`config.mk`:
```
export PLATFORM = sky130hd
export DESIGN_NAME = decodeTop
export DESIGN_NICKNAME = d
export VERILOG_FILES = /design/src/design/decodePkg.sv /design/src/design/decodeCtrl.sv /design/src/design/instrClassifier.sv /design/src/design/constExtractor.sv /design/src/design/regFieldExtractor.sv /design/src/design/decodeStageRegs.sv /design/src/design/decodeTop.sv
export SDC_FILE = /design/constraint.sdc
export NUM_CORES = 1
export LEC_CHECK = 0
export BUFFER_PORTS_ARGS = -buffer_cell sky130_fd_sc_hd__buf_2
export CAP_MARGIN = 20
export CORE_ASPECT_RATIO = 1.1
export CORE_MARGIN = 8
export CORE_UTILIZATION = 45
export CTS_CLUSTER_SIZE = 20
export DETAILED_ROUTE_END_ITERATION = 6
export PLACE_DENSITY = 0.69
export SYNTH_ARGS = -nofsm -noshare
export SYNTH_HDL_FRONTEND = slang
export SYNTH_HIERARCHICAL = 1
export SYNTH_SLANG_ARGS = --single-unit
```
`constraint.sdc`:
```
create_clock -name clk -period 2.33 [get_ports clk]
set_input_delay 0.233 -clock clk [delete_from_list [all_inputs] [get_ports clk]]
set_output_delay 0.233 -clock clk [all_outputs]
set_load 0.05 [all_outputs]
```
`src/design/decodePkg.sv`:
```
package decodePkg;

	// ==================================================
	// opcodes
	// ==================================================
	// the low nibble picks the operation and the upper bits pick the form
	// codes not listed here are undefined and decode as no class
	typedef enum logic [6:0]
	{
		// register-register forms, constant in the 8-bit slot
		OP_ADD_3R  = 7'h01, OP_SUB_3R  = 7'h02, OP_MUL_3R  = 7'h03,
		OP_AND_3R  = 7'h04, OP_OR_3R   = 7'h05, OP_EOR_3R  = 7'h06,
		OP_BIT_3R  = 7'h07, OP_CMP_3R  = 7'h08, OP_CMPU_3R = 7'h09,
		// shifts only come in the 3R form
		OP_ASL_3R  = 7'h0A, OP_ASR_3R  = 7'h0B, OP_ROL_3R  = 7'h0C,
		OP_ROR_3R  = 7'h0D, OP_LSR_3R  = 7'h0E,
		// 22-bit immediate forms
		OP_ADD_RI22  = 7'h11, OP_SUB_RI22  = 7'h12, OP_MUL_RI22  = 7'h13,
		OP_AND_RI22  = 7'h14, OP_OR_RI22   = 7'h15, OP_EOR_RI22  = 7'h16,
		OP_BIT_RI22  = 7'h17, OP_CMP_RI22  = 7'h18, OP_CMPU_RI22 = 7'h19,
		// 35-bit immediate forms
		OP_ADD_RI35  = 7'h21, OP_SUB_RI35  = 7'h22, OP_MUL_RI35  = 7'h23,
		OP_AND_RI35  = 7'h24, OP_OR_RI35   = 7'h25, OP_EOR_RI35  = 7'h26,
		OP_BIT_RI35  = 7'h27, OP_CMP_RI35  = 7'h28, OP_CMPU_RI35 = 7'h29,
		// immediate-shifted, special register moves, permute, csr
		OP_ADDIS   = 7'h30, OP_ANDIS   = 7'h31, OP_ORIS    = 7'h32,
		OP_MTX     = 7'h33, OP_MFX     = 7'h34, OP_PERM_3R = 7'h35,
		OP_CSR     = 7'h36,
		// loads, word then byte
		OP_LD_D8   = 7'h40, OP_LD_D22  = 7'h41, OP_LD_D35  = 7'h42,
		OP_LDB_D8  = 7'h44, OP_LDB_D22 = 7'h45, OP_LDB_D35 = 7'h46,
		// stores, word then byte
		OP_ST_D8   = 7'h48, OP_ST_D22  = 7'h49, OP_ST_D35  = 7'h4A,
		OP_STB_D8  = 7'h4C, OP_STB_D22 = 7'h4D, OP_STB_D35 = 7'h4E,
		// flow control
		OP_JAL     = 7'h50, OP_JAL_RN  = 7'h51,
		OP_BRANCH0 = 7'h52, OP_BRANCH1 = 7'h53,
		OP_BRKGRP  = 7'h54, OP_RETGRP  = 7'h55, OP_STPGRP  = 7'h56
	} opcode_t;

	// memory access size
	typedef enum logic [2:0]
	{
		BYTE = 3'd0,
		WORD = 3'd1
	} memSize_t;

	// ==================================================
	// instruction word views
	// ==================================================
	// general view; rb sits in the low five bits of const8
	typedef struct packed
	{
		logic [25:0] upper;
		// indexed addressing when clear on the D8 memory forms
		logic        one;
		logic [7:0]  const8;
		logic [4:0]  ra;
		logic [4:0]  rt;
		opcode_t     opcode;
	} instrGen_t;

	// branch view, 12-bit displacement above the condition
	typedef struct packed
	{
		logic [22:0] upper;
		logic [11:0] disp;
		logic [9:0]  cond;
		opcode_t     opcode;
	} instrBr_t;

	// one 52-bit word, two decodings
	typedef union packed
	{
		instrGen_t gen;
		instrBr_t  br;
	} instr_t;

	// ==================================================
	// decode bus
	// ==================================================
	typedef struct packed
	{
		logic [4:0] rt;
		logic [4:0] ra;
		logic [4:0] rb;
	} regSel_t;

	typedef struct packed
	{
		logic        alu;
		logic        alu0;
		logic        cmp;
		logic        fc;
		logic        load;
		logic        store;
		logic        mem;
		logic        memNdx;
		logic        jal;
		logic        br;
		logic        brkGrp;
		logic        retGrp;
		logic        rfw;
		memSize_t    memSz;
		// sign-extended constant
		logic [51:0] konst;
		regSel_t     regs;
	} decodeBus_t;

endpackage

```
`src/design/decodeCtrl.sv`:
```
`timescale 1ns/1ns

module decodeCtrl
(
	input  logic clk,
	input  logic reset,
	input  logic fetchValid,
	input  logic stall,
	input  logic flush,
	output logic latchEn,
	output logic outEn,
	output logic fetchStall,
	output logic outValid
);

	// stage 1 holds the latched instruction, stage 2 is the output register
	logic s1Valid;
	logic advance;

	// output register can take a new bus when empty or when issue consumes it
	assign advance = ~outValid | ~stall;
	// move stage 1 forward only when there is something in it
	assign outEn = advance & s1Valid;
	// latch is free when empty, or when its contents move on this edge
	assign latchEn = ~s1Valid | advance;
	// both stages full and issue stalled
	assign fetchStall = ~latchEn;

	// ==================================================
	// valid bits
	// ==================================================
	always_ff @(posedge clk)
	begin
		if (reset)
		begin
			s1Valid  <= 1'b0;
			outValid <= 1'b0;
		end
		else if (flush)
		begin
			// drop both stages, including anything fetched this edge
			s1Valid  <= 1'b0;
			outValid <= 1'b0;
		end
		else
		begin
			// fetchValid here is the transfer, latchEn already low on stall
			if (latchEn)
				s1Valid <= fetchValid;
			if (advance)
				outValid <= s1Valid;
		end
	end

	// a stalled output stays valid until flushed
	holdUnderStall: assert property (@(posedge clk) disable iff (reset)
		(outValid && stall && !flush) |=> outValid)
		else $error("decodeCtrl: outValid dropped while issue stalled");

endmodule

```
`src/design/instrClassifier.sv`:
```
`timescale 1ns/1ns

module instrClassifier
(
	input  decodePkg::instr_t     latched,
	output decodePkg::decodeBus_t flags
);

	import decodePkg::*;

	opcode_t op;

	assign op = latched.gen.opcode;

	// ==================================================
	// opcode groups
	// ==================================================
	// arithmetic, logic, shifts, compares, IS forms, moves, permute, csr
	function automatic logic isAlu(input opcode_t opc);
		case (opc)
			OP_MTX, OP_MFX, OP_ADDIS, OP_ANDIS, OP_ORIS, OP_PERM_3R, OP_CSR,
			OP_ADD_3R, OP_ADD_RI22, OP_ADD_RI35, OP_SUB_3R, OP_SUB_RI22, OP_SUB_RI35,
			OP_MUL_3R, OP_MUL_RI22, OP_MUL_RI35, OP_AND_3R, OP_AND_RI22, OP_AND_RI35,
			OP_OR_3R, OP_OR_RI22, OP_OR_RI35, OP_EOR_3R, OP_EOR_RI22, OP_EOR_RI35,
			OP_ASL_3R, OP_ASR_3R, OP_ROL_3R, OP_ROR_3R, OP_LSR_3R,
			OP_BIT_3R, OP_BIT_RI22, OP_BIT_RI35, OP_CMP_3R, OP_CMP_RI22, OP_CMP_RI35,
			OP_CMPU_3R, OP_CMPU_RI22, OP_CMPU_RI35:
				return 1'b1;
			default:
				return 1'b0;
		endcase
	endfunction

	function automatic logic isCmp(input opcode_t opc);
		case (opc)
			OP_CMP_3R, OP_CMP_RI22, OP_CMP_RI35, OP_CMPU_3R, OP_CMPU_RI22, OP_CMPU_RI35:
				return 1'b1;
			default:
				return 1'b0;
		endcase
	endfunction

	// jumps, branches and the three group ops all redirect the fetch
	function automatic logic isFlowCtrl(input opcode_t opc);
		case (opc)
			OP_JAL, OP_JAL_RN, OP_BRANCH0, OP_BRANCH1, OP_BRKGRP, OP_RETGRP, OP_STPGRP:
				return 1'b1;
			default:
				return 1'b0;
		endcase
	endfunction

	function automatic logic isLoad(input opcode_t opc);
		case (opc)
			OP_LD_D8, OP_LD_D22, OP_LD_D35, OP_LDB_D8, OP_LDB_D22, OP_LDB_D35:
				return 1'b1;
			default:
				return 1'b0;
		endcase
	endfunction

	function automatic logic isStore(input opcode_t opc);
		case (opc)
			OP_ST_D8, OP_ST_D22, OP_ST_D35, OP_STB_D8, OP_STB_D22, OP_STB_D35:
				return 1'b1;
			default:
				return 1'b0;
		endcase
	endfunction

	// memory group decoded on its own, cross-checked against load and store below
	function automatic logic isMem(input opcode_t opc);
		case (opc)
			OP_LD_D8, OP_LD_D22, OP_LD_D35, OP_LDB_D8, OP_LDB_D22, OP_LDB_D35,
			OP_ST_D8, OP_ST_D22, OP_ST_D35, OP_STB_D8, OP_STB_D22, OP_STB_D35:
				return 1'b1;
			default:
				return 1'b0;
		endcase
	endfunction

	function automatic memSize_t memSize(input opcode_t opc);
		case (opc)
			OP_LDB_D8, OP_LDB_D22, OP_LDB_D35, OP_STB_D8, OP_STB_D22, OP_STB_D35:
				return BYTE;
			default:
				return WORD;
		endcase
	endfunction

	// ==================================================
	// flag assembly
	// ==================================================
	always_comb
	begin
		// konst and regs stay zero, filled in by the merge at the top
		flags        = '0;
		flags.alu    = isAlu(op);
		flags.alu0   = (op == OP_CSR);
		flags.cmp    = isCmp(op);
		flags.fc     = isFlowCtrl(op);
		flags.load   = isLoad(op);
		flags.store  = isStore(op);
		flags.mem    = isMem(op);
		// only the short displacement forms can be indexed
		flags.memNdx = (op == OP_LD_D8 || op == OP_LDB_D8 || op == OP_ST_D8
			|| op == OP_STB_D8) && !latched.gen.one;
		flags.jal    = (op == OP_JAL) || (op == OP_JAL_RN);
		flags.br     = (op == OP_BRANCH0) || (op == OP_BRANCH1);
		flags.brkGrp = (op == OP_BRKGRP);
		flags.retGrp = (op == OP_RETGRP);
		flags.memSz  = memSize(op);
		// raw write flag, rt-zero rule comes later
		flags.rfw    = !(op == OP_STPGRP || flags.br || flags.store);
	end

	always_comb
	begin
		loadStoreExclusive: assert final (!(flags.load && flags.store))
			else $error("instrClassifier: load and store both set");
		memIsLoadOrStore: assert final (flags.mem == (flags.load | flags.store))
			else $error("instrClassifier: mem disagrees with load/store");
	end

endmodule

```
`src/design/constExtractor.sv`:
```
`timescale 1ns/1ns

module constExtractor
(
	input  decodePkg::instr_t latched,
	output logic [51:0]       konst
);

	import decodePkg::*;

	opcode_t op;
	logic    has8;
	logic    has22;
	logic    has35;
	logic    isBranch;

	assign op = latched.gen.opcode;

	// ==================================================
	// constant size groups
	// ==================================================
	// 3R ops and D8 memory carry the 8-bit slot
	assign has8 = op inside {OP_ADD_3R, OP_SUB_3R, OP_MUL_3R, OP_AND_3R, OP_OR_3R,
		OP_EOR_3R, OP_BIT_3R, OP_CMP_3R, OP_CMPU_3R, OP_ASL_3R, OP_ASR_3R,
		OP_ROL_3R, OP_ROR_3R, OP_LSR_3R, OP_LD_D8, OP_ST_D8, OP_LDB_D8, OP_STB_D8};

	assign has22 = op inside {OP_ADD_RI22, OP_SUB_RI22, OP_MUL_RI22, OP_AND_RI22,
		OP_OR_RI22, OP_EOR_RI22, OP_BIT_RI22, OP_CMP_RI22, OP_CMPU_RI22,
		OP_LD_D22, OP_ST_D22, OP_LDB_D22, OP_STB_D22};

	// only checked, the 35-bit field is also the fallback
	assign has35 = op inside {OP_ADD_RI35, OP_SUB_RI35, OP_MUL_RI35, OP_AND_RI35,
		OP_OR_RI35, OP_EOR_RI35, OP_BIT_RI35, OP_CMP_RI35, OP_CMPU_RI35,
		OP_LD_D35, OP_ST_D35, OP_LDB_D35, OP_STB_D35};

	assign isBranch = (op == OP_BRANCH0) || (op == OP_BRANCH1);

	// priority select, then sign extend
	always_comb
	begin
		if (isBranch)
			konst = {{40{latched.br.disp[11]}}, latched.br.disp};
		else if (has8)
			konst = {{44{latched.gen.const8[7]}}, latched.gen.const8};
		else if (has22)
			konst = {{30{latched[38]}}, latched[38:17]};
		else
			konst = {{17{latched[51]}}, latched[51:17]};
	end

	always_comb
	begin
		oneSizeGroup: assert final ($onehot0({has8, has22, has35}))
			else $error("constExtractor: opcode in more than one size group");
	end

endmodule

```
`src/design/regFieldExtractor.sv`:
```
`timescale 1ns/1ns

module regFieldExtractor
(
	input  decodePkg::instr_t  latched,
	input  logic               rfwRaw,
	output decodePkg::regSel_t regs,
	output logic               rfw
);

	import decodePkg::*;

	logic rtIsZero;

	// ==================================================
	// register fields
	// ==================================================
	// target and first source come straight from the general view
	assign regs.rt = latched.gen.rt;
	assign regs.ra = latched.gen.ra;
	// second source shares bits with the low end of const8
	assign regs.rb = latched.gen.const8[4:0];

	// r0 is hardwired and writes to it are thrown away
	assign rtIsZero = (latched.gen.rt == 5'd0);

	// write enable only when the opcode writes and the target is real
	assign rfw = rfwRaw & ~rtIsZero;

endmodule

```
`src/design/decodeStageRegs.sv`:
```
`timescale 1ns/1ns

module decodeStageRegs
(
	input  logic                  clk,
	input  logic                  reset,
	input  logic                  latchEn,
	input  logic                  outEn,
	input  decodePkg::instr_t     instr,
	input  decodePkg::decodeBus_t nextBus,
	output decodePkg::instr_t     latched,
	output decodePkg::decodeBus_t decoded
);

	import decodePkg::*;

	// ==================================================
	// stage 1, instruction latch
	// ==================================================
	always_ff @(posedge clk)
	begin
		if (reset)
			latched <= '0;
		else if (latchEn)
			latched <= instr;
	end

	// ==================================================
	// stage 2, decode bus to issue
	// ==================================================
	// holds under stall since outEn drops with advance
	always_ff @(posedge clk)
	begin
		if (reset)
			decoded <= '0;
		else if (outEn)
			decoded <= nextBus;
	end

endmodule

```
`src/design/decodeTop.sv`:
```
`timescale 1ns/1ns

module decodeTop
(
	input  logic                  clk,
	input  logic                  reset,
	input  logic                  fetchValid,
	input  decodePkg::instr_t     instr,
	input  logic                  stall,
	input  logic                  flush,
	output logic                  fetchStall,
	output logic                  outValid,
	output decodePkg::decodeBus_t decoded
);

	import decodePkg::*;

	logic        latchEn;
	logic        outEn;
	instr_t      latched;
	decodeBus_t  flags;
	logic [51:0] konst;
	regSel_t     regs;
	logic        rfw;
	decodeBus_t  nextBus;

	// ==================================================
	// control
	// ==================================================
	decodeCtrl u_decodeCtrl
	(
		.clk        (clk),
		.reset      (reset),
		.fetchValid (fetchValid),
		.stall      (stall),
		.flush      (flush),
		.latchEn    (latchEn),
		.outEn      (outEn),
		.fetchStall (fetchStall),
		.outValid   (outValid)
	);

	// ==================================================
	// datapath
	// ==================================================
	decodeStageRegs u_decodeStageRegs
	(
		.clk     (clk),
		.reset   (reset),
		.latchEn (latchEn),
		.outEn   (outEn),
		.instr   (instr),
		.nextBus (nextBus),
		.latched (latched),
		.decoded (decoded)
	);

	instrClassifier u_instrClassifier
	(
		.latched (latched),
		.flags   (flags)
	);

	constExtractor u_constExtractor
	(
		.latched (latched),
		.konst   (konst)
	);

	// raw write flag from the classifier gets the r0 rule here
	regFieldExtractor u_regFieldExtractor
	(
		.latched (latched),
		.rfwRaw  (flags.rfw),
		.regs    (regs),
		.rfw     (rfw)
	);

	// merge class flags with constant and register fields
	always_comb
	begin
		nextBus       = flags;
		nextBus.konst = konst;
		nextBus.regs  = regs;
		nextBus.rfw   = rfw;
	end

endmodule

```
==> results_dict.tcl <==
set metrics [dict create \
    status "complete, no violations" \
    crit_fanout 18 \
    final_net_count 754 \
    grt_pass1_wl_um 22600 \
    grt_usage_pct 16.4 \
    avgRoutedWirePerCell_um 15.8 \
    rsz0062_at_grt "false" \
    post-route-period-util_pct 91.4 \
    use_met3_pct 5.92 \
    grt_max_degree 84 \
    crit_type "reg2reg" \
    fin_crit_ns 2.13 \
    die_area_sq_mm 0.0172 \
    fp.dieW_um 126 \
    htreeDepth 4 \
    antenna_found_initial 2 \
    clkSinkCount 137 \
    grt_util_met2_pct 26.4 \
    setup_viol 0 \
    cts_root_buf "clkbuf_16" \
    fmax_mhz 470 \
    avgSynthCellArea_sq_um 9.99 \
    clock_latency_ns 0.41 \
    p_leak_uw 0.00348 \
    clock-skew-final_ns 0.0100 \
    r2r.worst_path.cells 7 \
    end_kind "register" \
    p_total_uw 5480 \
    holdWs_ns 0.0390 \
    drt-initial-drc-count 246 \
    maxCapViolCount 0 \
    core_area_sq_mm 0.0131 \
    drc 0 \
    num_rows 44 \
    boundaryPins 142 \
    vias_per_cell 5.07 \
    dp_hpwl_um 9680 \
    hold_viol 0 \
    clk_pin_slew_ns 0.05 \
    slew_headroom_pct 50.6 \
    drt.antenna.violating_nets 0 \
    drive_gt1_share_pct 27.7 \
    clk_path_buf_depth 2 \
    crit_required_ns 2.67 \
    power-per-cell-area_mw_per_mm2 782 \
    tritoncts "built" \
    syn_area_sq_mm 0.00597 \
    syn_inst 598 \
    first_global_vias 4510 \
    cp-start-kind "register" \
    ys_warn_count 6 \
    worst_pin_slew_ns 0.739 \
    grtUsageMet1_pct 18.9 \
    crit_arrival_ns 2.47 \
    hold_depth 2 \
    drv_slew 0 \
    hp-class "in2reg" \
    first_pass_iters 5 \
    grt.busiest_layer "met2" \
    die_y_um 137 \
    syn_to_final_growth_pct 17.3 \
    routed_wl_um 13800 \
    numPortBuffers 141 \
    vias 4417 \
    gr-total-overflow 0 \
    numCtsBuffers 17 \
    start_util_pct 45.6 \
    routabilityCongestion 0.761 \
    max-vdd-ir-drop_mv 0.378 \
]
[stage by stage]
step                setup WS, ns  setup TNS, ns  util (%)  area, sq um  cells
detailed placement        -0.141          -1.85      49.1         6440    838
CTS                      0.00386              0      53.5         7000    871
finish                     0.201              0      53.5         7010    872
global placement          0.0781              0      49.1         6440    838
global route              0.0900              0      53.5         7010    872
floorplan                  0.187              0         -         5980    599
[flip-flops by register name (all words and copies together) (netlist names)]
signal,flops
u_decodeCtrl/s1Valid,1
u_decodeStageRegs/decoded,83
u_decodeStageRegs/latched,52
u_decodeCtrl/outValid,1
[routing by layer]
metal / vias to the layer above / wire, um
met4: 2 / 362
met5: - / 10
met2: 135 / 6380
met3: 32 / 902
li1: 2189 / -
met1: 2059 / 6140
[final timing paths]
kind                                 startpoint                            end  slack (ns)
setup / recovery   u_decodeStageRegs/latched[6]  u_decodeStageRegs/decoded[59]        0.20
hold / removal                       fetchValid           u_decodeCtrl/s1Valid        0.04
setup reg to reg   u_decodeStageRegs/latched[6]  u_decodeStageRegs/decoded[59]        0.20
hold reg to reg   u_decodeStageRegs/decoded[15]  u_decodeStageRegs/decoded[15]        0.48
[power breakdown]
group,switching (uW),leakage [uW],total [uW],internal (uW)
registers,54.0,0.00112,2480,2430
clock network,927,0.000266,2420,1500
logic,361,0.00210,577,215
[cell usage in the layout (no fill, tap or decap), drive strengths merged, types with 2 or more instances in the layout]
cell	instances
nor3	5
nand2	7
mux2i	136
o21a	2
o21ai	8
nand4	2
nor2	140
buf	159
a31oi	2
a21oi	5
and2	2
a21o	10
inv	17
clkbuf	26
a211o	2
nor4	2
conb	2
clkinv	5
o311ai	13
nor2b	2
clkinvlp	2
dfxtp	137
[critical path, cell delays in order (launching register included)]
cell	delay, ns
dfxtp_1	0.37
a211o_1	0.31
a221o_1	0.28
buf_4	0.18
o22a_2	0.34
o311ai_4	0.23
mux2i_1	0.20
nor2_1	0.14
[what timing repair did]
action	4_1_cts	5_1_grt
endpoints found under the hold margin	1	0
buffers inserted	0	0
gates resized for setup	1	1
hold buffers	1	0
endpoints found under the setup margin	18	18
[final cells by class]
type / count / area [sq um]
diodes: 1 / 2.50
multi-input cells: 363 / 2550
inverters: 18 / 68.8
well taps: 161 / 201
repair buffers: 160 / 891
clock inverters: 6 / 38.8
clock buffers: 26 / 509
fillers: 1167 / 6090
flip-flops and latches: 137 / 2740
Power figures use the tool's default switching activity.
